File: config.mk
export PLATFORM = sky130hd
export DESIGN_NAME = hazard_forward
export DESIGN_NICKNAME = d
export VERILOG_FILES = /design/src/logic/tinker_pkg.sv /design/src/logic/hazard_forward.sv
export SDC_FILE = /design/constraint.sdc
export NUM_CORES = 1
export LEC_CHECK = 0
export ABC_CLOCK_PERIOD_IN_PS = 2009
export BUFFER_PORTS_ARGS = -buffer_cell sky130_fd_sc_hd__buf_2
export CORE_AREA = 5 5 44 46
export DETAILED_ROUTE_END_ITERATION = 16
export DIE_AREA = 0 0 49 51
export GPL_TIMING_DRIVEN = 0
export PLACE_DENSITY = 0.89
export SYNTH_ARGS = -nofsm -noshare
export SYNTH_HDL_FRONTEND = slang
export SYNTH_SLANG_ARGS = --single-unit
File: constraint.sdc
create_clock -name vclk -period 2.01
set_clock_uncertainty 0.15 [all_clocks]
set_input_delay 0.1005 -clock vclk [all_inputs]
set_output_delay 0.1005 -clock vclk [all_outputs]
set_load 0.02 [all_outputs]
File: src/logic/tinker_pkg.sv
package tinker_pkg;

    localparam int xlen = 64; // data path width
    localparam int ilen = 32; // instruction width

    typedef logic [4:0]  reg_idx_t; // register number
    typedef logic [11:0] lit_t;     // literal field
    typedef logic [4:0]  opcode_t;

    // logic and shifts
    localparam opcode_t op_and    = 5'h00;
    localparam opcode_t op_or     = 5'h01;
    localparam opcode_t op_xor    = 5'h02;
    localparam opcode_t op_not    = 5'h03;
    localparam opcode_t op_shftr  = 5'h04;
    localparam opcode_t op_shftri = 5'h05;
    localparam opcode_t op_shftl  = 5'h06;
    localparam opcode_t op_shftli = 5'h07;

    // control flow
    localparam opcode_t op_br     = 5'h08; // pc = rd
    localparam opcode_t op_brr    = 5'h09; // pc += rd
    localparam opcode_t op_brr_l  = 5'h0a; // pc += sext(L) * 4
    localparam opcode_t op_brnz   = 5'h0b;
    localparam opcode_t op_brgt   = 5'h0e;
    localparam opcode_t op_halt   = 5'h0f;

    // data movement
    localparam opcode_t op_load   = 5'h10; // mov rd, (rs)(L)
    localparam opcode_t op_mov_rs = 5'h11;
    localparam opcode_t op_mov_l  = 5'h12;
    localparam opcode_t op_store  = 5'h13; // mov (rd)(L), rs

    // integer arithmetic
    localparam opcode_t op_add    = 5'h18;
    localparam opcode_t op_addi   = 5'h19;
    localparam opcode_t op_sub    = 5'h1a;
    localparam opcode_t op_subi   = 5'h1b;
    localparam opcode_t op_mul    = 5'h1c;

    localparam logic [ilen-1:0] nop_instr = 32'h8800_0000; // mov r0, r0

    // where an EX operand comes from
    typedef enum logic [1:0] {
        fwd_rf    = 2'd0,
        fwd_exmem = 2'd1,
        fwd_memwb = 2'd2
    } fwd_sel_t;

    typedef struct packed {
        logic reg_write;  // commit rd in WB
        logic mem_read;   // load in MEM
        logic mem_write;  // store in MEM
        logic mem_to_reg; // WB takes load data
        logic is_branch;
        logic halt;
    } ctrl_t;

endpackage

File: src/logic/hazard_forward.sv
`timescale 1ns/1ps

module hazard_forward
    import tinker_pkg::*;
(
    input  logic     idex_mem_read,
    input  reg_idx_t idex_rd,
    input  reg_idx_t ifid_rs,
    input  reg_idx_t ifid_rt,
    input  reg_idx_t ifid_rd,
    input  reg_idx_t exmem_rd,
    input  logic     exmem_reg_write,
    input  reg_idx_t memwb_rd,
    input  logic     memwb_reg_write,
    input  reg_idx_t idex_rs,
    input  reg_idx_t idex_rt,
    input  reg_idx_t idex_rd_src,
    output logic     stall,
    output fwd_sel_t sel_rs,
    output fwd_sel_t sel_rt,
    output fwd_sel_t sel_rd
);

    // youngest producer wins, r0 never forwarded
    function automatic fwd_sel_t pick(input reg_idx_t src);
        if (src == '0) return fwd_rf;
        if (exmem_reg_write && exmem_rd == src) return fwd_exmem;
        if (memwb_reg_write && memwb_rd == src) return fwd_memwb;
        return fwd_rf;
    endfunction

    always_comb begin
        sel_rs = pick(idex_rs);
        sel_rt = pick(idex_rt);
        sel_rd = pick(idex_rd_src); // rd as a source operand
    end

    // load data is only ready after MEM, one bubble covers it
    assign stall = idex_mem_read && (idex_rd != '0) &&
                   (idex_rd == ifid_rs || idex_rd == ifid_rt || idex_rd == ifid_rd);

endmodule

# Yosys cells after proc, flatten, opt, wreduce, memory -nomap -nowiden
# Index checks and enable logic that the tools add are counted.
word_totals:
  n_memories: 0
  rom_bits: 0
  ram_bits: 0
  latchBits: 0
  ff_bits: 0
classes:
  shift: 0
  n_addsub: 0
  div: 0
  magnitude_cmp: 0
  n_mux: 36
  reduce_logical: 14
  multipliers: 0
  n_bitwise: 0
  n_eq_ne: 9
op_table:
  columns: ["cell", "n"]
  rows:
  - ["5-bit equality test", 9]
  - ["2-bit two-way mux", 18]
  - ["1-bit two-way mux", 18]
  - ["5-bit logical NOT", 3]
  - ["1-bit logical AND", 8]
  - ["5-bit nonzero test", 1]
  - ["1-bit logical OR", 2]

# Longest topological paths before layout
# Gate-level depths: netlist (run 1).
depth:
  ltp_word: 9
  depth_mapped: 4
  mapped_depth_nobuf: 4

# Worst setup path after synthesis (run 1)
# OpenSTA, ideal clock, no wires.
synth_path:
  path_kind: "input -> output"
  start: "in idex_rd_src[0]"
  end: "out sel_rd[1]"
  t_required_ps: 1759
  arrival_ps: 1106
  cell_stages: 3
  path_slack_ps: 654
  path_cell_list: "xnor2_1 > nand4_1 > nor4b_1"
synth_between:
  elab_chain_len: 8
  word_cells_on_any_way: 16
  cone_classes: "eq/ne: 2; mux: 11; reduce/logical: 3"
synth_rtl:
  columns: ["item", "line", "text"]
  rows:
  - ["start: declaration", "hazard_forward.sv:17", "input reg_idx_t idex_rd_src,"]
  - ["5-bit equality test", "hazard_forward.sv:28", "if (memwb_reg_write && memwb_rd == src) return fwd_memwb;"]
  - ["1-bit logical AND", "hazard_forward.sv:28", null]
  - ["1-bit two-way mux (2 in series)", "hazard_forward.sv:28", null]
  - ["1-bit two-way mux", "hazard_forward.sv:27", "if (exmem_reg_write && exmem_rd == src) return fwd_exmem;"]
  - ["2-bit two-way mux", "hazard_forward.sv:29", "return fwd_rf;"]
  - ["2-bit two-way mux", "hazard_forward.sv:28", null]
  - ["2-bit two-way mux (*)", "hazard_forward.sv:27", null]
  - ["end: declaration", "hazard_forward.sv:21", "output fwd_sel_t sel_rd"]
# Mark *: on every way between the ends. The rest lies on a longest branch, timed or not. The select of a mux whose other input is x is not followed.

# Worst setup path in the final report (run 1)
layout_path:
  start: "in exmem_rd[2]"
  end: "out sel_rt[1]"
layout_between:
  elab_chain_len: 7
  word_cells_on_any_way: 9
  cone_classes: "eq/ne: 1; mux: 7; reduce/logical: 1"
layout_rtl:
  columns: ["item", "line", "text"]
  rows:
  - ["start: declaration", "hazard_forward.sv:11", "input reg_idx_t exmem_rd,"]
  - ["5-bit equality test (*)", "hazard_forward.sv:27", null]
  - ["1-bit logical AND (*)", "hazard_forward.sv:27", null]
  - ["2-bit two-way mux", "hazard_forward.sv:27", null]
  - ["2-bit two-way mux", "hazard_forward.sv:28", null]
  - ["2-bit two-way mux", "hazard_forward.sv:29", null]
  - ["2-bit two-way mux (*)", "hazard_forward.sv:28", null]
  - ["2-bit two-way mux (*)", "hazard_forward.sv:27", null]
  - ["end: declaration", "hazard_forward.sv:20", "output fwd_sel_t sel_rt,"]
# Marks and branches as above.

==> impl_metrics.csv, run 1 <==
group,metric,value,unit
run_status,status,"completed",
detailed_routing,ant_nets,0,
critical_path,path_buf_inv,2,
finish,multi_input_area,578.1,um^2
finish,syn_to_final_growth,51.08,%
finish,instances_no_fill,149,
logic_synthesis,synth_fp_nets,126,
power_and_ir_drop,p_leak,0.0004047,uW
detailed_routing,routed-via-count,755,
finish,seq_cells,0,
placement,post_dp_cell_area,873.3,um^2
power_and_ir_drop,power,179.5,uW
grt,grt_pass1_vias,777,
critical_path,crit_top_cell,"buf_2",
logic_synthesis,ys_types,12,
critical_path,slowest_delay,0.37,ns
timing,rsz0062_at_grt,"false",
timing,tightest_slew,0.3460,ns
timing,fin_tns_setup,0,ns
timing,setup_viol,0,
flow_run,drv_cap,0,
finish,diodes,0,
finish,final_nets,183,
power_and_ir_drop,power_density,205.5,nW/um^2
power_and_ir_drop,switchingPower,87.33,uW
power_and_ir_drop,max-vdd-ir-drop,0.08465,mV
floorplanning,dieArea,2499,um^2
finish,ff_latch_area,0,um^2
clocking,cts-resized-gates,0,
floorplanning,die_w,49,um
grt,track_usage,15.32,%
power_and_ir_drop,clkPwrFrac,0,%
floorplanning,start_util,39.29,%
power_and_ir_drop,p_int,92.13,uW
hold_path,holdPathStages,4,
timing,max_freq,674.6,MHz
detailed_routing,vias_per_cell,5.067,
timing,finalHoldViolCount,0,
timing,period_share,73.75,%
clocking,hold_buffers,0,
finish,nClkBuffers,0,
critical_path,crit_arrival,1.23,ns
critical_path,cp.depth,6,
critical_path,critPathLaunchType,"input port",
timing,min_period,1.482,ns
floorplanning,core,1471,um^2
placement,dpl.cell_count,149,
grt,grt.overflow.total,0,
timing,max_slew_margin,76.72,%
placement,port_buffers,55,
grt,antenna_found_initial,0,
detailed_routing,wl_per_cell,12.98,um
finish,stdcell_area,873.3,um^2
critical_path,crit_fanout,3,
floorplanning,row_count,14,
timing,drv_slew,0,
logic_synthesis,synth_cells,78,
grt,grt_pass1_wl,3.263,mm
finish,drive_gt1_share,41.35,%
power_and_ir_drop,seqPwrFrac,0,%
detailed_routing,wirelength,1.934,mm
finish,fillers,134,
finish,layout_commonest_cell,"buf_2",
logic_synthesis,syn-cell-area,578.1,um^2
critical_path,critPathCaptureType,"primary output",
grt,grt_max_degree,5,
critical_path,cp_top_family,"simple AND/OR/NAND/NOR gates",
hold_path,hold_path_class,"input port to primary output",
critical_path,cpMaxStageDelayCell,"nor4_1",
placement,hpwl,1.796,mm
logic_synthesis,yosys_warnings,0,
floorplanning,die_h,51,um
logic_synthesis,syn_area_per_cell,7.411,um^2
clocking,cts_setup_buffers,0,
placement,routabilityCongestion,0.9225,
power_and_ir_drop,switching_share,48.66,%
floorplanning,io_pins,55,
detailed_routing,drc,0,
detailed_routing,drtIter0Drc,2,
critical_path,crit_type,"input port to primary output",
finish,layout_common_cells,"55 x buf_2, 24 x xnor2_1, 21 x xor2_1",
critical_path,worstPathRequired,1.76,ns
logic_synthesis,seq_area_frac_synth,0,%
detailed_routing,drt_pass1_iterations,4,
critical_path,crit_chain,"buf_2 -> xor2_1 -> nor4_1 -> nand3_1 -> nor4b_1 -> buf_2",
power_and_ir_drop,combPwrFrac,100.0,%
-- power by group through the flow --
stage	Sequential, uW	Clock [uW]	Combinational, uW
detailed placement	0	0	179
CTS	0	0	180
global route	0	0	197
global placement	0	0	173
finish	0	0	179
floorplan	0	0	87.1
-- synth_stat cells --
library cell / count / share of area, %
a31oi_1: 1 / 1.1
xor2_1: 21 / 32
nand2_1: 3 / 1.9
nand4_1: 3 / 3.2
o21ai_1: 1 / 0.86
nand3_1: 6 / 5.2
nor3_1: 3 / 2.6
nor4b_1: 3 / 4.5
nor4_1: 3 / 3.2
xnor2_1: 24 / 36
or4_1: 4 / 5.2
nor2_1: 6 / 3.9
-- logic make-up after synthesis --
logic type | after synthesis | share of synthesized area, %
xor gates and xnor gates | 45 | 68.18
and+or+nand+nor | 31 | 29.87
AOI/OAI and AO/OA | 2 | 1.948
-- area by class of cell --
cell class                      instances  area share [%]
Multi-Input combinational cell         78           66.19
Tap cell                               16           2.292
Timing Repair Buffer                   55           31.52
-- stage by stage --
stage	hold WS (ns)	util [%]	worst slack (ns)
after detailed placement	0.4040	59.35	0.5582
after global routing	0.4221	59.35	0.4822
final	0.4096	59.35	0.5277
after floorplan	0.1820	-	0.6539
after global placement	0.4082	59.35	0.6271
after CTS	0.4105	59.35	0.5565
-- metal layers --
layer,wire (um),vias up,global-route usage (%)
li1,-,384,-
met1,681,314,16.67
met2,957,55,29.13
met3,274,2,4.651
met4,21,0,3.139
met5,0,-,0
-- path summary, 6_finish.rpt --
| path | startpoint | slack (ns) | end |
|---|---|---|---|
| hold / removal | idex_mem_read | 0.41 | stall |
| setup / recovery | exmem_rd[2] | 0.53 | sel_rt[1] |
(Power assumes the default switching activity.)
==> run 2: changes to the inputs <==
Settings changed: ABC_AREA set to 1, ABC_CLOCK_PERIOD_IN_PS 2009 to 1500, CORE_AREA 5 5 44 46 to 5 5 48 50, DIE_AREA 0 0 49 51 to 0 0 53 55, PLACE_DENSITY 0.89 to 0.87.
Clock period 2.01 ns to 1.5 ns, I/O delays scaled along.
==> run 2 against run 1 <==
Effect of this change:
- wire length is 22% higher
- total power grew 52%
- sequential share of layout area did not move
- count of clock-buffer cells in the layout unchanged
- utilization shrank 1.4 points
- critical path depth is 1 higher
- global-route usage grew 1.6 points
- worst hold slack gained 0.028 ns
- first-iteration DRC count grew to 12 times the previous value
- critical path type unchanged
- largest cell class unchanged
- highest routed layer unchanged
==> impl_metrics.csv, run 2 <==
group,metric,value,unit
logic_synthesis,synth_compound_area_share,6.981,%
hold_path,holdPathStages,6,
floorplanning,row_count,16,
critical_path,cp_top_family,"simple AND/OR/NAND/NOR gates",
timing,fin_tns_setup,0,ns
timing,max_slew_margin,78.89,%
timing,period_share,78.63,%
run_status,status,"completed",
floorplanning,core,1862,um^2
finish,seq_cells,0,
placement,port_buffers,55,
critical_path,crit_chain,"buf_2 -> xnor2_1 -> nand3_1 -> nor3_1 -> nand2_1 -> nor2_1 -> buf_2",
logic_synthesis,netlist_top_cells_area,"nand2_1 28%, inv_1 14%, xnor2_1 14%",
timing,min_period,1.179,ns
logic_synthesis,yosys.area_share.simple,56.66,%
placement,hpwl,2.167,mm
grt,grt.overflow.total,0,
grt,antenna_found_initial,0,
power_and_ir_drop,power_density,252.6,nW/um^2
timing,setup_viol,0,
finish,nClkBuffers,0,
timing,setup_ws,0.3206,ns
logic_synthesis,seq_area_frac_synth,0,%
detailed_routing,routed-via-count,1137,
timing,rsz0062_at_grt,"false",
flow_run,drv_cap,0,
finish,syn_to_final_growth,40.10,%
critical_path,crit_fanout,4,
finish,drive_gt1_share,28.90,%
detailed_routing,wirelength,2.358,mm
clocking,cts_setup_buffers,0,
detailed_routing,drc,0,
detailed_routing,vias_per_cell,4.641,
logic_synthesis,synth_top_family_by_area,"simple AND/OR/NAND/NOR gates",
floorplanning,io_pins,55,
hold_path,worstHoldStart,"idex_mem_read",
logic_synthesis,syn-cell-area,770.7,um^2
clocking,hold_buffers,0,
critical_path,timing.critical_path.to,"sel_rd[1]",
grt,track_usage,16.89,%
power_and_ir_drop,max-vdd-ir-drop,0.1103,mV
finish,stdcell_area,1080,um^2
detailed_routing,drtIter0Drc,24,
critical_path,crit_start,"idex_rd_src[0]",
logic_synthesis,yosys-mux-area-fraction,0,%
critical_path,crit_top_cell,"buf_2",
logic_synthesis,ys_types,19,
power_and_ir_drop,p_leak,0.0006782,uW
finish,ff_latch_area,0,um^2
finish,diodes,0,
timing,hold_slack,0.4379,ns
finish,final_util,58.00,%
placement,post_dp_cell_area,1080,um^2
logic_synthesis,netlist_top_cells_count,"58 x nand2_1, 28 x inv_1, 16 x nor2_1",
critical_path,cp.depth,7,
logic_synthesis,netlist.area_leader.share,28.25,%
critical_path,crit_arrival,0.95,ns
critical_path,critPathLaunchType,"input port",
detailed_routing,ant_nets,0,
logic_synthesis,synth-xor-area-share,19.32,%
floorplanning,die_w,53,um
logic_synthesis,syn_area_per_cell,4.728,um^2
logic_synthesis,yosys.area_share.adder,0,%
hold_path,hold_path_class,"input port to primary output",
timing,finalHoldViolCount,0,
finish,layout_common_cells,"58 x nand2_1, 55 x buf_2, 28 x inv_1",
logic_synthesis,synth_fp_nets,211,
critical_path,critPathCaptureType,"primary output",
critical_path,cpMaxStageDelayCell,"nor3_1",
floorplanning,start_util,41.40,%
detailed_routing,wl_met2,1.114,mm
logic_synthesis,yosys_warnings,0,
grt,grt_pass1_wl,3.926,mm
critical_path,slowest_delay,0.18,ns
grt,grt_pass1_vias,1019,
detailed_routing,wl_met3,253,um
placement,place_ws,0.3293,ns
finish,layout_commonest_cell,"nand2_1",
floorplanning,die_h,55,um
logic_synthesis,synth_cells,163,
finish,final_nets,268,
logic_synthesis,synth_top_cell_by_area,"nand2_1",
grt,grt_max_degree,6,
detailed_routing,highest_layer,"met4",
detailed_routing,wl_per_cell,9.624,um
detailed_routing,wl_met1,958,um
timing,drv_slew,0,
critical_path,crit_type,"input port to primary output",
clocking,cts-resized-gates,0,
detailed_routing,drt_pass1_iterations,4,
floorplanning,dieArea,2915,um^2
logic_synthesis,synth.most_common_cell,"nand2_1",
placement,routabilityCongestion,0.8591,
critical_path,path_buf_inv,2,
timing,tightest_slew,0.3137,ns
critical_path,worstPathRequired,1.27,ns
timing,max_freq,847.9,MHz
[run 2: how the worst min path moves through the flow]
stage,to,slack (ns)
after detailed placement,stall,0.43
after global placement,stall,0.43
after global routing,sel_rd[1],0.48
after CTS,stall,0.43
final,stall,0.44
after floorplan,sel_rd[0],0.20
[run 2: final cells by class]
cell class / count / area (um^2)
repair buffers: 55 / 275.3
inverters: 35 / 131.4
multi-input cells: 128 / 639.4
well taps: 27 / 33.78
fillers: 199 / 782.0
[run 2: cell families (layout without fill, tap and decap cells)]
family	after synthesis	in the layout
buffers and inverters	35	90
xor gates and xnor gates	17	17
AOI/OAI and AO/OA	9	9
and+or+nand+nor	102	102
[run 2: where the power goes]
part / internal [uW] / total, uW / leakage [uW] / switching (uW)
clock network: 0 / 0 / 0 / 0
logic: 122 / 273 / 0.000678 / 151
registers: 0 / 0 / 0 / 0
[run 2: per-layer routing]
metal	vias up	track usage, %
met5	-	0
met4	0	3.404
met3	4	1.877
met2	48	32.85
met1	470	19.84
li1	615	-
[run 2: through the flow]
step	instances	power, uW
after floorplan	163	147.3
after global placement	245	268.5
after detailed placement	245	271.9
after CTS	245	273.1
after global routing	245	311.6
final	245	272.8
