<file path="src/logic/tinker_pkg.sv">
package tinker_pkg;

    localparam int xlen = 64; // data path width
    localparam int ilen = 32; // instruction width

    typedef logic [4:0]  reg_idx_t; // register number
    typedef logic [11:0] lit_t;     // literal field
    typedef logic [4:0]  opcode_t;

    // logic and shifts
    localparam opcode_t op_and    = 5'h00;
    localparam opcode_t op_or     = 5'h01;
    localparam opcode_t op_xor    = 5'h02;
    localparam opcode_t op_not    = 5'h03;
    localparam opcode_t op_shftr  = 5'h04;
    localparam opcode_t op_shftri = 5'h05;
    localparam opcode_t op_shftl  = 5'h06;
    localparam opcode_t op_shftli = 5'h07;

    // control flow
    localparam opcode_t op_br     = 5'h08; // pc = rd
    localparam opcode_t op_brr    = 5'h09; // pc += rd
    localparam opcode_t op_brr_l  = 5'h0a; // pc += sext(L) * 4
    localparam opcode_t op_brnz   = 5'h0b;
    localparam opcode_t op_brgt   = 5'h0e;
    localparam opcode_t op_halt   = 5'h0f;

    // data movement
    localparam opcode_t op_load   = 5'h10; // mov rd, (rs)(L)
    localparam opcode_t op_mov_rs = 5'h11;
    localparam opcode_t op_mov_l  = 5'h12;
    localparam opcode_t op_store  = 5'h13; // mov (rd)(L), rs

    // integer arithmetic
    localparam opcode_t op_add    = 5'h18;
    localparam opcode_t op_addi   = 5'h19;
    localparam opcode_t op_sub    = 5'h1a;
    localparam opcode_t op_subi   = 5'h1b;
    localparam opcode_t op_mul    = 5'h1c;

    localparam logic [ilen-1:0] nop_instr = 32'h8800_0000; // mov r0, r0

    // where an EX operand comes from
    typedef enum logic [1:0] {
        fwd_rf    = 2'd0,
        fwd_exmem = 2'd1,
        fwd_memwb = 2'd2
    } fwd_sel_t;

    typedef struct packed {
        logic reg_write;  // commit rd in WB
        logic mem_read;   // load in MEM
        logic mem_write;  // store in MEM
        logic mem_to_reg; // WB takes load data
        logic is_branch;
        logic halt;
    } ctrl_t;

endpackage

</file>
<file path="src/logic/decode_control.sv">
`timescale 1ns/1ps

module decode_control
    import tinker_pkg::*;
(
    input  logic [ilen-1:0] instr,
    output opcode_t         opcode,
    output reg_idx_t        rd,
    output reg_idx_t        rs,
    output reg_idx_t        rt,
    output lit_t            lit,
    output ctrl_t           ctrl
);

    // fixed field layout
    assign opcode = instr[31:27];
    assign rd     = instr[26:22];
    assign rs     = instr[21:17];
    assign rt     = instr[16:12];
    assign lit    = instr[11:0];

    always_comb begin
        ctrl = '0; // unknown opcode flows as a bubble
        case (opcode)
            // everything that writes rd from the ALU
            op_add, op_addi, op_sub, op_subi, op_mul,
            op_and, op_or, op_xor, op_not,
            op_shftr, op_shftri, op_shftl, op_shftli,
            op_mov_rs, op_mov_l: begin
                ctrl.reg_write = 1'b1;
            end
            op_load: begin
                ctrl.reg_write  = 1'b1;
                ctrl.mem_read   = 1'b1;
                ctrl.mem_to_reg = 1'b1;
            end
            op_store: begin
                ctrl.mem_write = 1'b1;
            end
            op_br, op_brr, op_brr_l, op_brnz, op_brgt: begin
                ctrl.is_branch = 1'b1; // resolved in ID, no later effect
            end
            op_halt: begin
                ctrl.halt = 1'b1;
            end
            default: begin
                ctrl = '0;
            end
        endcase
    end

endmodule

</file>
<file path="config.mk">
export PLATFORM = sky130hd
export DESIGN_NAME = decode_control
export DESIGN_NICKNAME = d
export VERILOG_FILES = /design/src/logic/tinker_pkg.sv /design/src/logic/decode_control.sv
export SDC_FILE = /design/constraint.sdc
export NUM_CORES = 1
export LEC_CHECK = 0
export ABC_AREA = 1
export BUFFER_PORTS_ARGS = -buffer_cell sky130_fd_sc_hd__buf_2
export CAP_MARGIN = 15
export CELL_PAD_IN_SITES_DETAIL_PLACEMENT = 1
export CELL_PAD_IN_SITES_GLOBAL_PLACEMENT = 2
export CORE_ASPECT_RATIO = 1.2
export CORE_MARGIN = 10
export CORE_UTILIZATION = 10
export DETAILED_ROUTE_END_ITERATION = 12
export PLACE_DENSITY = 0.94
export SLEW_MARGIN = 20
export SYNTH_ARGS = -nofsm -noshare
export SYNTH_HDL_FRONTEND = slang
export SYNTH_SLANG_ARGS = --single-unit
</file>
<file path="constraint.sdc">
create_clock -name vclk -period 1
set_input_delay 0.3 -clock vclk [all_inputs]
set_output_delay 0.3 -clock vclk [all_outputs]
set_load 0.05 [all_outputs]
</file>
-- After elaboration in Yosys (flattened, before gate mapping)
Index checks and enable logic that the tools add are counted.
- equality and inequality tests: 22
- mux-type cells: 5
- reduce and logical (&&, ||, !) cells: 3
- operators by type and width (kind ; number):
    equality test 5 bit (second input constant) ; 9
    equality test 5 x 4 -> 1 bit (second input constant) ; 6
    equality test 5 x 3 -> 1 bit (second input constant) ; 4
    OR reduction 16 bit ; 1
    equality test 5 x 2 -> 1 bit (second input constant) ; 2
    equality test 5 x 1 -> 1 bit (second input constant) ; 1
    logical NOT 5 bit ; 1
    two-way mux 1 bit ; 5
    OR reduction 5 bit ; 1
- register bits after elaboration: 0
- output and inout port bits: 38
- word-level logic and storage cells: 30

-- Depth between registers and ports, before layout
Gate-level depths: netlist of run 1.
- word-level depth: 3
- gate-level depth with buffers: 6
- mapped depth without buffers: 6

-- Worst setup path after synthesis of run 1
Ideal clock, no wire load.
- path type: in2out
- start: input port instr[27]
- end: output port ctrl[4] (netlist name)
- arrival time: 1930 ps
- data required time: 700 ps
- slack: -1230 ps
- cell stages on the path: 4
- path buffers: 1
- path through: inv_1 nand2_2 nor3_1 buf_4
- RTL lines (what ; line ; source):
    start, declared ; decode_control.sv:6 ; input logic [ilen-1:0] instr,
    end, declared ; decode_control.sv:12 ; output ctrl_t ctrl

==> results of run 1 <==
-- synth_stat cells --
cell,instances,share of area
nor3_1,3,0.042
inv_1,4,0.042
nor2_1,3,0.032
nand3_1,1,0.014
inv_2,1,0.011
a21oi_1,2,0.028
nand2_2,2,0.035
o21ai_1,1,0.014
o21ai_0,1,0.014
nand2_1,7,0.074
buf_4,33,0.69
-- per-layer routing --
| metal | track usage | vias to the layer above |
|---|---|---|
| met5 | 0 | - |
| met2 | 0.0410 | 16 |
| met1 | 0.0322 | 121 |
| met4 | 0.00690 | 0 |
| li1 | - | 120 |
| met3 | 0.0117 | 2 |
-- path summary, 6_finish.rpt --
check       from  cells past startpoint       to
max    instr[30]                      5  ctrl[2]
min    instr[10]                      0  lit[10]
-- repair_timing --
action	in CTS	in global routing
gates cloned	0	0
resized for setup	35	7
endpoints found under the hold margin	0	0
pin swaps	7	3
hold buffers	0	0
setup endpoints to repair	11	6
-- final cells by class --
type | count | area [um2] | area share
Inverter | 5 | 80.1 | 0.150
Multi-Input combinational cell | 20 | 188 | 0.351
Tap cell | 37 | 46.3 | 0.0867
Timing Repair Buffer | 19 | 220 | 0.412
-- cell families (layout without fill, tap and decap cells) --
family / after synthesis / count (layout) / share of synthesized area
AO/OA/AOI/OAI: 4 / 4 / 0.0561
buffers and inverters: 38 / 24 / 0.747
AND/OR/NAND/NOR: 16 / 16 / 0.196
-- power by group --
group	switching, mW	internal [mW]	total [mW]
clock network	0	0	0
registers	0	0	0
logic	0.168	0.113	0.281
total	0.168	0.113	0.281
==> impl_metrics.ini, run 1 <==
[outcome]
status = complete, but fails checks
violations = setup timing

[timing]
setup_tns_ns = -1.19
setup_violations = 6
tightest_slew_ns = 0.254
rsz0062_at_grt = yes
fmax_mhz = 809
maxSlewViolCount = 0
layout_setup_ws_ns = -0.237
hold_viol_final = 0
post-route-period-util = 1.24
slew_headroom = 0.832
finalCriticalPeriod_ns = 1.24
timing.hold.ws_ns = 0.600

[power_and_ir_drop]
p_total_uw = 281
p_leak_nw = 0.232
powerDensity_nw_per_um2 = 526
ir_worst_vdd_mv = 0.172

[yosys]
syn_nets = 90
syn_inst = 58
yosys_warnings = 0
netlist_area_um2 = 357
synth-seq-area-share = 0
synth_area_per_cell_um2 = 6.15
ys_types = 11

[place]
postPlaceCellArea_um2 = 385
dp_cells = 81
gp_congestion = 0.614
dp_hpwl_um = 817
place_ws_ns = -0.466
io_buffer_count = 16

[worst_setup_path]
critPathLaunchType = primary input
cpMaxStageDelayCell = nor3_4
path_max_fanout = 4
critPathMaxStageDelay_ns = 0.21
critPathBufInv = 3
crit_required_ns = 0.70
critical_path_class = primary input to primary output
crit_chain = buf_12 -> inv_12 -> nand2_8 -> nor3_4 -> buf_6
worstSetupEndpointType = primary output
arrival_ns = 0.94
crit_family = buffers and inverters

[floorplanning]
fp.dieH_um = 85.4
die_area_um2 = 6360
fp.dieW_um = 74.5
std_cell_rows = 23
core-area_um2 = 3400
initial_core_util = 0.105
io_pins = 70

[cells_and_area]
layout.area.seq_um2 = 0
clkbuf_count = 0
n_fill_cell = 394
layout-area-overhead-vs-synth_pct = 49.8
layoutNonFillerInstCount = 81
nNetsFinal = 78
final_cell_mix = buf_6 (6), nand2_4 (4), buf_12 (4), buf_2 (4)
final_area_um2 = 534
seq_cells = 0
final_common_cell = buf_6
diodes = 0
utilization = 0.157
layout-drive-gt1-share = 0.864

[detailed_routing]
viasPerCell = 3.20
drc_errors = 0
routed_wl_um = 921
drt_iter0_drc = 4
wl_met2_um = 415
met1_length_um = 353
dr.pass1.iters = 2
top_layer = met4
postRouteAntennaNets = 0
post_drt_wl_per_cell_um = 11.4
num_vias = 259
route.met3.wl_um = 147

[global_route]
grt_max_degree = 7
grt_pass1_vias = 268
grt_pass1_wl_mm = 1.41
antenna_found_initial = 0
track_usage = 0.0264
gr-total-overflow = 0

[clocking]
post_cts_buffers = 0

[flow_run]
drv_cap = 0

[hold_path]
min_path_type = primary input to primary output
No activity file was read; power rests on OpenSTA's default activity.
==> run 2: changes to the inputs <==
--- a/config.mk
+++ b/config.mk
@@ -14,7 +14,8 @@
 export CORE_MARGIN = 10
 export CORE_UTILIZATION = 10
 export DETAILED_ROUTE_END_ITERATION = 12
-export PLACE_DENSITY = 0.94
+export PLACE_DENSITY = 0.95
+export SETUP_SLACK_MARGIN = 0.1
 export SLEW_MARGIN = 20
 export SYNTH_ARGS = -nofsm -noshare
 export SYNTH_HDL_FRONTEND = slang
==> impl_metrics.ini, run 2 (same netlist as run 1, synthesis figures left out) <==
[cells_and_area]
final_cell_mix = buf_6 (8), buf_12 (4), buf_8 (4), nand2_8 (3), nand2_2 (3)
final_common_cell = buf_6
layout-area-overhead-vs-synth_pct = 68.8
utilization = 0.177
nNetsFinal = 78
n_fill_cell = 386
seq_cells = 0
layout.area.seq_um2 = 0
diodes = 0
final_area_um2 = 602
clkbuf_count = 0
layout-drive-gt1-share = 0.932

[timing]
setup_violations = 6
slew_headroom = 0.833
layout_setup_ws_ns = -0.224
finalCriticalPeriod_ns = 1.22
rsz0062_at_grt = yes
hold_viol_final = 0
fmax_mhz = 817
tightest_slew_ns = 0.252
maxSlewViolCount = 0
post-route-period-util = 1.22

[power_and_ir_drop]
p_leak_nw = 0.242
power_frac_comb = 1.000
ir_worst_vdd_mv = 0.160
p_switching_uw = 181
internal-power_uw = 131
powerDensity_nw_per_um2 = 519
power_frac_seq = 0
p_clk_frac = 0
power_switching_share = 0.580

[worst_setup_path]
worstSetupEndpointType = primary output
crit_chain = buf_12 -> inv_8 -> nand2_8 -> nor3_4 -> buf_6
path_max_fanout = 5
crit_required_ns = 0.70
cpMaxStageDelayCell = nor3_4
crit_start = instr[28]
critical_path_class = primary input to primary output
critPathLaunchType = primary input
arrival_ns = 0.92
cp-endpoint = ctrl[2]
critPathMaxStageDelay_ns = 0.21

[floorplanning]
io_pins = 70
std_cell_rows = 23
fp.dieH_um = 85.4
fp.dieW_um = 74.5
die_area_um2 = 6360
core-area_um2 = 3400
initial_core_util = 0.105

[place]
postPlaceCellArea_um2 = 378
gp_congestion = 0.653
dp_hpwl_um = 851
io_buffer_count = 16

[flow_run]
drv_cap = 0

[global_route]
grt_max_degree = 7
grt_pass1_vias = 299
track_usage = 0.0280
grt_pass1_wl_mm = 1.52
gr-total-overflow = 0
antenna_found_initial = 0

[detailed_routing]
postRouteAntennaNets = 0
post_drt_wl_per_cell_um = 11.7
dr.pass1.iters = 3
routed_wl_um = 950
drt_iter0_drc = 5
drc_errors = 0
viasPerCell = 3.35
num_vias = 271

[outcome]
violations = setup timing
status = complete, but fails checks

[clocking]
ctsHoldBuffers = 0

[hold_path]
min_path_type = primary input to primary output
## run 2: cell types whose count changed in the layout (fill, tap and decap cells not counted), moves of 2 or more
| cell | previous run | this run |
|---|---|---|
| nand2_8 | 1 | 3 |
| buf_8 | 2 | 4 |
| nand2_4 | 4 | 2 |
| nor2_1 | 3 | 1 |
| buf_2 | 4 | 1 |
| buf_6 | 6 | 8 |
## run 2: area by class of cell
cell class,instances,area [um2],share of cell area
repair buffers,19,250,0.416
inverters,5,80.1,0.133
multi-input cells,20,225,0.374
well taps,37,46.3,0.0769
## run 2: worst min-delay path by stage
stage                    from      end  slack, ns  cells past startpoint
floorplan           instr[29]  ctrl[1]       0.69                      1
finish               instr[3]   lit[3]       0.60                      0
detailed placement   instr[2]   lit[2]       0.60                      0
global route        instr[19]    rs[2]       0.60                      0
CTS                  instr[2]   lit[2]       0.60                      0
global placement     instr[2]   lit[2]       0.60                      0
## run 2: power groups by stage
| stage | sequential [mW] | combinational (mW) | clock [mW] |
|---|---|---|---|
| 6_report | 0 | 0.313 | 0 |
| 5_1_grt | 0 | 0.330 | 0 |
| 4_1_cts | 0 | 0.299 | 0 |
| 3_5_place_dp | 0 | 0.215 | 0 |
| 3_3_place_gp | 0 | 0.212 | 0 |
| 2_1_floorplan | 0 | 0.453 | 0 |
## run 2: metrics by stage
step                      hold slack (ns)  setup TNS (ns)  std cells  worst slack [ns]  power (mW)
after global placement              0.600           -2.86         80            -0.446       0.212
after CTS                           0.600           -1.27         81            -0.228       0.299
final                               0.600           -1.15         81            -0.224       0.313
after global routing                0.600           -1.38         81            -0.262       0.330
after floorplan                     0.694           -1.32         58            -0.413       0.453
after detailed placement            0.600           -2.97         80            -0.456       0.215
## run 2: worst max-delay path, delay by kind of cell
| family | cells | cell delay (ns) |
|---|---|---|
| AND/OR/NAND/NOR | 2 | 0.26 |
| buffers and inverters | 3 | 0.37 |
## run 2: per-layer routing
| layer | share of wire | vias up | track usage |
|---|---|---|---|
| met5 | 0 | - | 0 |
| met4 | 0.0042 | 0 | 0.00862 |
| li1 | - | 121 | - |
| met3 | 0.22 | 2 | 0.0198 |
| met1 | 0.36 | 119 | 0.0334 |
| met2 | 0.41 | 29 | 0.0386 |
## run 2: what timing repair did
action                     4_1_cts  5_1_grt
setup endpoints to repair       11       10
pin swaps                        9        2
gates resized for setup         48       13
setup buffers                    1        0
==> run 3: changes to the inputs <==
==> constraint.sdc (replaced) <==
create_clock -name vclk -period 1.1
set_input_delay 0.33 -clock vclk [all_inputs]
set_output_delay 0.33 -clock vclk [all_outputs]
set_load 0.05 [all_outputs]
==> impl_metrics.ini, run 3 (same netlist as run 1, synthesis figures left out) <==
[outcome]
status = complete, but fails checks
violations = setup timing

[worst_setup_path]
arrival_ns = 0.96
critPathBufInv = 3
critical_path_class = primary input to primary output
worstSetupEndpointType = primary output
critPathMaxStageDelay_ns = 0.20
critPathLaunchType = primary input
crit_required_ns = 0.77
crit_start = instr[29]
crit_chain = buf_12 -> inv_16 -> nand2_8 -> nor3_4 -> buf_6
path_max_fanout = 6
cpMaxStageDelayCell = nor3_4
crit_family = buffers and inverters

[place]
place_ws_ns = -0.427
postPlaceCellArea_um2 = 378
gp_congestion = 0.672
io_buffer_count = 16
dp_hpwl_um = 883

[detailed_routing]
drc_errors = 0
drt_iter0_drc = 6
dr.pass1.iters = 2
postRouteAntennaNets = 0
num_vias = 286
routed_wl_mm = 1.14
viasPerCell = 3.45
post_drt_wl_per_cell_um = 13.7

[global_route]
grt_max_degree = 7
grt_pass1_wl_mm = 1.59
antenna_found_initial = 0
track_usage = 0.0297
grt_pass1_vias = 316
gr-total-overflow = 0

[power_and_ir_drop]
ir_worst_vdd_mv = 0.133
power_switching_share = 0.589
p_leak_nw = 0.253
power_frac_comb = 1.000
powerDensity_nw_per_um2 = 477
p_switching_uw = 173
p_clk_frac = 0
p_total_uw = 293
power_frac_seq = 0
internal-power_uw = 120

[cells_and_area]
final_cell_mix = buf_4 (7), buf_6 (6), buf_12 (5)
multiInputGateArea_um2 = 240
layout-area-overhead-vs-synth_pct = 72.3
nNetsFinal = 80
n_fill_cell = 387
clkbuf_count = 0
final_area_um2 = 614
layout-drive-gt1-share = 0.957
layout.area.seq_um2 = 0
final_common_cell = buf_4
diodes = 0
seq_cells = 0

[floorplanning]
fp.dieH_um = 85.4
fp.dieW_um = 74.5
core-area_um2 = 3400
std_cell_rows = 23
io_pins = 70
die_area_um2 = 6360
initial_core_util = 0.105

[timing]
finalCriticalPeriod_ns = 1.29
maxSlewViolCount = 0
rsz0062_at_grt = yes
layout_setup_ws_ns = -0.192
fmax_mhz = 774
slew_headroom = 0.834
hold_viol_final = 0
post-route-period-util = 1.17
tightest_slew_ns = 0.251
setup_violations = 6

[hold_path]
min_path_type = primary input to primary output
min_from = instr[3]

[flow_run]
drv_cap = 0
## run 3: layer usage
layer	GRT usage	wire, um	part of all wire	vias to the layer above
met2	0.0473	590	0.52	29
li1	-	-	-	125
met3	0.0163	205	0.18	2
met4	0.00862	4	0.0035	0
met1	0.0328	341	0.30	130
met5	0	0	0	-
## run 3: repair_timing
item / in CTS / in global routing
endpoints found under the hold margin: 0 / 0
buffers inserted: 1 / 2
pin swaps: 7 / 8
gates resized for setup: 46 / 12
setup endpoints to repair: 11 / 9
hold buffers: 0 / 0
## run 3: final timing paths
check       to  cells after the start
max    ctrl[2]                      5
min     lit[3]                      0
## run 3: power by group through the flow
| stage | clock network [mW] | registers [mW] | logic (mW) |
|---|---|---|---|
| after floorplan | 0 | 0 | 0.412 |
| after global placement | 0 | 0 | 0.193 |
| after detailed placement | 0 | 0 | 0.197 |
| after CTS | 0 | 0 | 0.269 |
| after global routing | 0 | 0 | 0.307 |
| final | 0 | 0 | 0.293 |
## run 3: layout make-up
cell class         count  share of cell area
well taps             37              0.0754
repair buffers        21               0.403
multi-input cells     20               0.391
inverters              5               0.130
## run 3: metrics by stage
stage                util  std cells  hold slack [ns]  setup TNS (ns)
floorplan               -         58            0.754           -1.12
detailed placement  0.111         80            0.660           -2.56
global route        0.181         83            0.660           -1.17
finish              0.181         83            0.660          -0.997
CTS                 0.162         81            0.660           -1.05
global placement    0.111         80            0.660           -2.43
