==> config.mk <==
export PLATFORM = sky130hd
export DESIGN_NAME = branch_resolve
export DESIGN_NICKNAME = d
export VERILOG_FILES = /design/src/logic/tinker_pkg.sv /design/src/logic/branch_resolve.sv
export SDC_FILE = /design/constraint.sdc
export NUM_CORES = 1
export LEC_CHECK = 0
export ABC_AREA = 1
export BUFFER_PORTS_ARGS = -buffer_cell sky130_fd_sc_hd__buf_2
export CORE_MARGIN = 5
export CORE_UTILIZATION = 30
export DETAILED_ROUTE_END_ITERATION = 16
export PLACE_DENSITY = 0.61
export SLEW_MARGIN = 20
export SYNTH_ARGS = -nofsm -noshare
export SYNTH_HDL_FRONTEND = slang
export SYNTH_SLANG_ARGS = --single-unit
==> constraint.sdc <==
create_clock -name vclk -period 3.05
set_input_delay 0.1525 -clock vclk [all_inputs]
set_output_delay 0.1525 -clock vclk [all_outputs]
set_load 0.01 [all_outputs]
==> src/logic/tinker_pkg.sv <==
package tinker_pkg;

    localparam int xlen = 64; // data path width
    localparam int ilen = 32; // instruction width

    typedef logic [4:0]  reg_idx_t; // register number
    typedef logic [11:0] lit_t;     // literal field
    typedef logic [4:0]  opcode_t;

    // logic and shifts
    localparam opcode_t op_and    = 5'h00;
    localparam opcode_t op_or     = 5'h01;
    localparam opcode_t op_xor    = 5'h02;
    localparam opcode_t op_not    = 5'h03;
    localparam opcode_t op_shftr  = 5'h04;
    localparam opcode_t op_shftri = 5'h05;
    localparam opcode_t op_shftl  = 5'h06;
    localparam opcode_t op_shftli = 5'h07;

    // control flow
    localparam opcode_t op_br     = 5'h08; // pc = rd
    localparam opcode_t op_brr    = 5'h09; // pc += rd
    localparam opcode_t op_brr_l  = 5'h0a; // pc += sext(L) * 4
    localparam opcode_t op_brnz   = 5'h0b;
    localparam opcode_t op_brgt   = 5'h0e;
    localparam opcode_t op_halt   = 5'h0f;

    // data movement
    localparam opcode_t op_load   = 5'h10; // mov rd, (rs)(L)
    localparam opcode_t op_mov_rs = 5'h11;
    localparam opcode_t op_mov_l  = 5'h12;
    localparam opcode_t op_store  = 5'h13; // mov (rd)(L), rs

    // integer arithmetic
    localparam opcode_t op_add    = 5'h18;
    localparam opcode_t op_addi   = 5'h19;
    localparam opcode_t op_sub    = 5'h1a;
    localparam opcode_t op_subi   = 5'h1b;
    localparam opcode_t op_mul    = 5'h1c;

    localparam logic [ilen-1:0] nop_instr = 32'h8800_0000; // mov r0, r0

    // where an EX operand comes from
    typedef enum logic [1:0] {
        fwd_rf    = 2'd0,
        fwd_exmem = 2'd1,
        fwd_memwb = 2'd2
    } fwd_sel_t;

    typedef struct packed {
        logic reg_write;  // commit rd in WB
        logic mem_read;   // load in MEM
        logic mem_write;  // store in MEM
        logic mem_to_reg; // WB takes load data
        logic is_branch;
        logic halt;
    } ctrl_t;

endpackage

==> src/logic/branch_resolve.sv <==
`timescale 1ns/1ps

module branch_resolve
    import tinker_pkg::*;
(
    input  opcode_t         opcode,
    input  logic [31:0]     pc,
    input  lit_t            lit,
    input  logic [xlen-1:0] rd_val,
    input  logic [xlen-1:0] rs_val,
    input  logic [xlen-1:0] rt_val,
    output logic            take_branch,
    output logic [31:0]     branch_target
);

    logic [31:0] lit_off; // word offset for brr L

    assign lit_off = {{18{lit[11]}}, lit, 2'b00};

    always_comb begin
        take_branch   = 1'b0;
        branch_target = pc + 32'd4; // fall through
        case (opcode)
            op_br: begin
                take_branch   = 1'b1;
                branch_target = rd_val[31:0];
            end
            op_brr: begin
                take_branch   = 1'b1;
                branch_target = pc + rd_val[31:0];
            end
            op_brr_l: begin
                take_branch   = 1'b1;
                branch_target = pc + lit_off;
            end
            op_brnz: begin
                take_branch   = (rs_val != '0);
                branch_target = take_branch ? rd_val[31:0] : pc + 32'd4;
            end
            op_brgt: begin
                take_branch   = ($signed(rs_val) > $signed(rt_val)); // signed compare
                branch_target = take_branch ? rd_val[31:0] : pc + 32'd4;
            end
            default: begin
                take_branch = 1'b0;
            end
        endcase
    end

endmodule

# [Yosys cells after proc, flatten, opt, wreduce, memory -nomap -nowiden]
# Cells that the tools add are included.
[word_totals] register_bits=0 latch_bits=0 mem_bits_rw=0 mem_bits_ro=0 inputBits=241 output_inout_bits=33 wordCells=15 memories=0
[classes] n_addsub=3 multipliers=0 n_div=0 n_lt_le_gt_ge=1 n_eq_ne=5 n_shift=0 n_mux=4 n_bitwise=0 n_reduce_logical=2
[op_table] operator="$pmux W32 S5" n=1
[op_table] operator="$add A32 B32 Y32" n=2
[op_table] operator="$gt A64 B64 Y1" n=1
[op_table] operator="$mux W32" n=2
[op_table] operator="$reduce_bool A64 Y1" n=1
[op_table] operator="$add A32 B3 Y32 const B" n=1
[op_table] operator="$eq A5 B4 Y1 const B" n=5
[op_table] operator="$pmux W1 S3" n=1
[op_table] operator="$reduce_or A3 Y1" n=1

# [Longest topological paths before layout]
# Gate-level depths: netlist of run 1.
[depth] word_depth=3 depth_mapped=20 depth_no_buf=20

# [Worst setup path after synthesis of run 1]
# Ideal clock, no wire load.
[synth_timing] kind="input to output" startpoint="input port pc[0]" endpoint="output port branch_target[20]" arrival_ns=1.964 required_time_ns=2.897 path_slack_ns=0.933 path_stages=11 n_path_buf=0 path_cell_list="ha_1 > fa_1 > inv_1 > o31ai_1 > nand3_1 > nand2_1 > a21boi_0 > o21ai_0 > or2_2 > nand3_1 > nand4_1"
[synth_via] elab_chain_cells=3 elab_cells_between_ends=6 cone_classes="add/sub (3); mux (3)"
[synth_lines] element="start, declared" line="branch_resolve.sv:7" source="input logic [31:0] pc,"
[synth_lines] element="$add A32 B3 Y32" line="branch_resolve.sv:22, branch_resolve.sv:38, branch_resolve.sv:42"
[synth_lines] element="$mux W32, on equally long branches" line="branch_resolve.sv:42, branch_resolve.sv:38"
[synth_lines] element="$pmux W32 S5 *" line="branch_resolve.sv:23" source="case (opcode)"
[synth_lines] element="end, declared" line="branch_resolve.sv:13" source="output logic [31:0] branch_target"
# Mark *: on every way between the ends. The rest lies on a longest branch, timed or not.

# [Worst setup path after layout of run 1]
[layout_timing] startpoint="input port pc[18]" endpoint="output port branch_target[19]"
# Same word-level chain as after synthesis.

==> summary.md, run 1 <==
The total vias in the final route was 9,496. Synthesis produced a netlist whose cell count is 1,301. The hold violation count in the final report came out at 0. The worst setup path is launched from an input port. The Yosys step of the flow raised 0 warnings. After layout, the design draws a total of 1.36 mW. The count of boundary I/O pins came out at 274. The fraction of synthesized area in multiplexers works out to 0.

The die area was 26,900 um2; the number of global-route vias before repair was 8,657. Setup repair after global routing left no endpoint under its margin. For this run, design rule violations remaining after detail routing come to 0.

The first detailed-routing pass took 5 iterations. Classification of the worst setup path: input port to output pin. The area growth from synthesis to layout is 23.0%. The worst path in the final design needs a cycle of 2.86 ns, including I/O delays and setup.

For the net count of the mapped netlist, the log shows 1,669. The die is 164 um tall. The number of nets in the final layout is 1,914, and the number of max-slew violations in the final report is 0.

At the worst endpoint, the arrival time is 2.71 ns. The total area inside the core boundary comes to 23,400 um2. The min-delay analysis places its worst path in the category input port to output pin.

The share of layout cells above drive strength 1 is 0.179, and the summed instance area of the synthesized netlist is 7120 um2. For this design the static power due to leakage is 4.77 nW. The routability congestion estimate is 0.972, and the peak per-stage delay on the critical path is 0.39 ns. The site row count was 56. The overall global routing resource usage is 0.210, and the horizontal die dimension is 164 um. The average instance in the mapped netlist occupies 5.48 um2. The combinational family with the most area after synthesis is simple AND/OR/NAND/NOR gates. Total wire length: 30,100 um.

Share of synthesized cell area in and, or, nand and nor gates: 0.399. Commonest non-fill, non-tap cell in the layout: sky130_fd_sc_hd__nand2_1. The design has 0 sequential cells. The routed via count divided by cell count came out at 5.09.

Input and output buffers added on the ports amount to 242. For the clock buffer count in the final layout, the log shows 0. The flow ran to the end, and the final reports show no timing, DRC or antenna violations. The total overflow left after global routing is 0. Leaving out fill and tap cells, the most frequent cells in the layout are sky130_fd_sc_hd__nand2_1 (304), sky130_fd_sc_hd__buf_2 (242), sky130_fd_sc_hd__inv_1 (193), sky130_fd_sc_hd__nor2_1 (148), sky130_fd_sc_hd__a21oi_1 (139). The run gives 47 as the count of different cell masters after synthesis.

IR analysis of the VDD net gives a maximum drop of 0.0623 mV. The largest fanout of any net on the critical path works out to 5. The logs give 0 for the post-CTS resize count and 0.515 for the worst slew margin relative to its limit.

The tools report the starting density of the core as 0.304. The number of hold buffers added after CTS was 0. Traced cell by cell, the critical path runs through buf_2 > ha_1 > a21oi_1 > a21boi_0 > o21ai_0 > nor2_1 > o21ai_0 > or2_2 > a31oi_1 > nand3_1 > buf_2. The logs give 0 um2 for the combined flip-flop and latch cell area and 0.615 ns for the worst hold slack. Category of the worst setup path capture point: an output pin. The HPWL after detailed placement came out at 27,000 um. The reported max-cap violation count is 0, and the timing-limited maximum frequency is 350 MHz.

The period utilization came out at 0.937. The number of setup buffers added after CTS is 0. The run gives 0 ns as the post-route setup TNS. The sequential area share after synthesis came out at 0. Summing all non-filler instances in the final layout gives an area of 8760 um2. The first global-routing pass estimated 45,500 um of wire. The logs give 2 for the number of antenna violations at the first check in global routing and 2.90 ns for the data required time at the worst endpoint.

The transition at the pin with the smallest max-transition slack was 0.726 ns; the number of failing setup endpoints in the final timing report was 0. Dividing the detail-routed wire length by the instance count gives 16.2 um. In this run the cell area measured after placement is 8750 um2. The adder-cell share of the synthesized area is 0.225, and the number of routed nets with antenna violations is 0. In this run, the number of DRC markers left after iteration 0 of detailed routing was 754. The share of the synthesized area in compound gates (AO/OA/AOI/OAI) works out to 0.221. Entering global routing, the biggest net connects 25 pins. The ratio of total power to cell area was 155 nW/um2; the count of buffering cells on the critical path with inverters included was 2.

The XOR/XNOR share of the synthesized area is 0.0443. The largest individual stage delay along the critical path comes from the cell sky130_fd_sc_hd__a21boi_0. Largest delay contributor family on the critical path: compound AO/OA/AOI/OAI gates.
[per-layer routing]
metal	routed length [um]	vias up	global-route usage
met5	0	-	0
met4	350	0	0.0274
met3	2080	20	0.0256
met2	13800	334	0.350
met1	13900	4256	0.298
li1	-	4886	-
[cell usage after synthesis (2+ instances only)]
cell type,n,share of area
sky130_fd_sc_hd__buf_2,4,0.0028
sky130_fd_sc_hd__o21ai_1,3,0.0021
sky130_fd_sc_hd__ha_1,125,0.22
sky130_fd_sc_hd__nor3_1,24,0.017
sky130_fd_sc_hd__nor2_2,2,0.0018
sky130_fd_sc_hd__nor2_1,148,0.078
sky130_fd_sc_hd__a32o_1,2,0.0028
sky130_fd_sc_hd__o21ai_0,91,0.064
sky130_fd_sc_hd__o22ai_1,2,0.0018
sky130_fd_sc_hd__fa_1,2,0.0056
sky130_fd_sc_hd__o221ai_1,2,0.0025
sky130_fd_sc_hd__nor3_2,3,0.0042
sky130_fd_sc_hd__nand2_2,3,0.0026
sky130_fd_sc_hd__inv_1,193,0.10
sky130_fd_sc_hd__a31oi_1,4,0.0035
sky130_fd_sc_hd__or2_2,11,0.0097
sky130_fd_sc_hd__a21o_1,11,0.012
sky130_fd_sc_hd__o211ai_1,3,0.0032
sky130_fd_sc_hd__a211oi_1,3,0.0032
sky130_fd_sc_hd__buf_6,2,0.0032
sky130_fd_sc_hd__nand4_1,39,0.034
sky130_fd_sc_hd__o21bai_1,8,0.0084
sky130_fd_sc_hd__and3_1,3,0.0026
sky130_fd_sc_hd__a21boi_0,4,0.0042
sky130_fd_sc_hd__nand3b_1,11,0.012
sky130_fd_sc_hd__xnor2_1,16,0.020
sky130_fd_sc_hd__clkbuf_1,3,0.0016
sky130_fd_sc_hd__or2_0,2,0.0018
sky130_fd_sc_hd__nand3_1,77,0.054
sky130_fd_sc_hd__a221oi_1,3,0.0037
sky130_fd_sc_hd__o21a_1,7,0.0074
sky130_fd_sc_hd__a21oi_1,139,0.098
sky130_fd_sc_hd__xor2_1,20,0.025
sky130_fd_sc_hd__nor4_1,15,0.013
sky130_fd_sc_hd__nand2_1,304,0.16
[final timing paths]
kind | startpoint | slack [ns] | cells past startpoint | to
min | rd_val[3] | 0.62 | 4 | branch_target[3]
max | pc[18] | 0.19 | 11 | branch_target[19]
[logic make-up after synthesis]
group,after synthesis
buffers and inverters,204
XOR/XNOR,36
adder cells (fa/ha/maj),127
AND/OR/NAND/NOR,648
AO/OA/AOI/OAI,286
[tightest hold or removal path, cell delays in order]
cell and delay, ns:
sky130_fd_sc_hd__buf_2 0.09, sky130_fd_sc_hd__a21oi_1 0.06, sky130_fd_sc_hd__nand2_1 0.04, sky130_fd_sc_hd__buf_2 0.12
[final cells by class]
cell class | count | area, um2
tap | 319 | 399
inverter | 195 | 732
antenna | 2 | 5.00
multi-input combinational | 1097 | 6340
timing repair buffer | 252 | 1290
fill | 2677 | 14600
[where the power goes]
part | switching [mW] | internal, mW
logic | 0.847 | 0.510
registers | 0 | 0
clock network | 0 | 0.0000000880
[per-stage QoR]
stage	cells	utilization	worst slack (ns)
2_1_floorplan	1301	-	0.933
3_3_place_gp	1863	0.374	0.280
3_5_place_dp	1863	0.374	0.260
4_1_cts	1863	0.374	0.261
5_1_grt	1865	0.374	0.0179
6_report	1865	0.374	0.191
Note: power is estimated with default switching activity, not from simulation.
==> run 2: changes to the inputs <==
--- a/config.mk
+++ b/config.mk
@@ -10,7 +10,6 @@
 export CORE_MARGIN = 5
 export CORE_UTILIZATION = 30
 export DETAILED_ROUTE_END_ITERATION = 16
-export PLACE_DENSITY = 0.61
 export SLEW_MARGIN = 20
 export SYNTH_ARGS = -nofsm -noshare
 export SYNTH_HDL_FRONTEND = slang
==> run 2 against run 1 <==
Compared with the run above: flip-flop and latch count is the same; core utilization grew 0.22 points; first-iteration DRC count shrank 17%.
==> summary.md, run 2 (synthesis gave the netlist of run 1 again) <==
The run finished with clean final reports. The largest fanout of any net on the critical path is 24 (+19). The run gives 1,870 (+0.38%) as the cell count after placement.

Die area: 26,900 um2 (unchanged). The number of nets in the final layout was 1,921 (+0.37%); the share of layout cells above drive strength 1 was 0.184 (+0.00499). The routability congestion estimate came out at 0.979 (+0.72%). The diode insertion count for antenna repair was 0 (-2); the largest voltage drop on the vdd net was 0.0577 mV (-7.5%). Setup repair after global routing left no endpoint under its margin. The tools report the starting density of the core as 0.304 (unchanged).

The detail-routed net length per standard cell was 16.3 um (+1.0%). The overall global routing resource usage was 0.214 (+0.00335). The transition at the pin with the smallest max-transition slack came out at 0.736 ns (+0.00949 ns).

The tools report the number of design rule violations left after detail routing as 0 (unchanged). The total vias in the final route is 9,628 (+1.4%), and the timing-limited maximum frequency is 358 MHz (+2.2%). The post-route setup TNS is 0 ns (unchanged), and the minimum clock period after layout is 2.80 ns (-0.0621 ns).

The number of routed nets with antenna violations was 0 (unchanged); the ratio of total power to cell area was 156 nW/um2 (+0.54%). For the length of the first detailed-routing pass in iterations, the log shows 5 (unchanged). Total non-filler cell area in the finished layout: 8810 um2 (+0.60%). The classification of the worst setup path is input port to output pin.

For the count of placed standard cells in the final layout, fillers left out, the log shows 1,870 (+0.27%). The reported max-cap violation count is 0 (unchanged), and the number of max-slew violations in the final report is 0 (unchanged). The arrival time at the worst endpoint came out at 2.64 ns (-0.07 ns).

The period utilization was 0.917 (-0.0204); the number of global-route vias before repair was 8,770 (+1.3%). The horizontal die dimension was 164 um (unchanged). The run gives 0 (unchanged) as the remaining global-route overflow.

The leakage power summed over all cells was 4.80 nW (+0.68%). The number of flip-flops and latches came out at 0 (unchanged). The category of the worst setup path launch point was an input port. Combined flip-flop and latch cell area: 0 um2 (unchanged).

The data required time at the worst endpoint is 2.90 ns (about the same), and the synthesis-to-finish area growth is 23.7%. For the site row count, the log shows 56 (unchanged). The library cells used most frequently in the layout, excluding fill and tap cells, are sky130_fd_sc_hd__nand2_1 (304), sky130_fd_sc_hd__buf_2 (242), sky130_fd_sc_hd__inv_1 (193), sky130_fd_sc_hd__nor2_1 (146), sky130_fd_sc_hd__a21oi_1 (139). The tools report the number of failing setup endpoints in the final timing report as 0 (unchanged). The placeable core area was 23,400 um2 (unchanged). The HPWL after detailed placement came out at 27,300 um (+1.0%). The logs give 25 (unchanged) for the largest net degree at the start of global routing and 0.509 (-0.00633) for the worst slew margin relative to its limit.

The count of routing violations after the opening detailed-route iteration was 624 (-17%); the number of buffers inserted for hold repair after clock tree synthesis was 0 (unchanged). The tools report the setup fix buffers added after clock tree synthesis as 0 (unchanged). The hold violation count in the final report came out at 0 (unchanged). The routed via count divided by cell count was 5.15 (+1.1%).

The tightest min-delay check is of the input port to output pin type. The tools report the overall power after layout as 1.37 mW (+1.1%). Die boundary height: 164 um (unchanged). The library cell used most frequently in the layout, excluding fill and tap cells, is sky130_fd_sc_hd__nand2_1.

The clock buffer count in the final layout is 0 (unchanged), and the count of boundary I/O pins is 274 (unchanged). The area after detailed placement is 8810 um2 (+0.60%), and the port buffer count is 242 (unchanged). Category of the worst setup path capture point: an output pin. The wire length of the first global-routing pass is 45,800 um (+0.64%). The number of antenna violations at the first check in global routing was 0 (-2). Post-CTS resize count: 0 (unchanged).

The run gives 30,500 um (+1.3%) as the total wire length.
[run 2: changes by cell type in the layout (fill, tap and decap cells not counted), sizes merged]
cell,before,now
diode,2,0
buf,252,259
[run 2: path summary, 6_finish.rpt]
kind | startpoint | to | slack [ns] | cells after the start
worst max-delay path | rs_val[27] | branch_target[11] | 0.25 | 17
worst min-delay path | rd_val[3] | branch_target[3] | 0.62 | 4
[run 2: power by group]
part / internal [mW] / total (mW) / leakage [nW] / switching (mW)
clock network: 0 / 0 / 0 / 0
registers: 0 / 0 / 0 / 0
logic: 0.518 / 1.37 / 4.80 / 0.854
[run 2: area by class of cell]
class                      count  area, um2
inverter                     195        732
timing repair buffer         259       1340
fill                        2715      14600
multi-input combinational   1097       6340
tap                          319        399
[run 2: routing by layer]
metal,track usage,share of wire,up-vias
met2,0.361,0.46,359
met5,0,0,-
li1,-,-,4910
met3,0.0261,0.079,28
met4,0.0259,0.013,0
met1,0.300,0.45,4331
[run 2: metrics by stage]
stage,hold WS (ns),util,worst slack [ns]
after floorplan,0.432,-,0.933
after global placement,0.615,0.376,0.312
after detailed placement,0.619,0.376,0.261
after CTS,0.620,0.376,0.256
after global routing,0.654,0.377,0.00493
final,0.615,0.377,0.253
[run 2: critical path, stage by stage]
cell                      delay [ns]
sky130_fd_sc_hd__buf_2          0.11
sky130_fd_sc_hd__ha_1           0.30
sky130_fd_sc_hd__nand2_1        0.09
sky130_fd_sc_hd__nor2_2         0.16
sky130_fd_sc_hd__nand4_1        0.16
sky130_fd_sc_hd__nor2_1         0.17
sky130_fd_sc_hd__nand2_1        0.07
sky130_fd_sc_hd__nand3_1        0.09
sky130_fd_sc_hd__nand2_1        0.09
sky130_fd_sc_hd__nand2_1        0.09
sky130_fd_sc_hd__nand2_1        0.07
sky130_fd_sc_hd__nand2_2        0.12
sky130_fd_sc_hd__nand3_4        0.20
sky130_fd_sc_hd__nand2_4        0.36
sky130_fd_sc_hd__nand2_1        0.11
sky130_fd_sc_hd__nand4_1        0.13
sky130_fd_sc_hd__buf_2          0.14
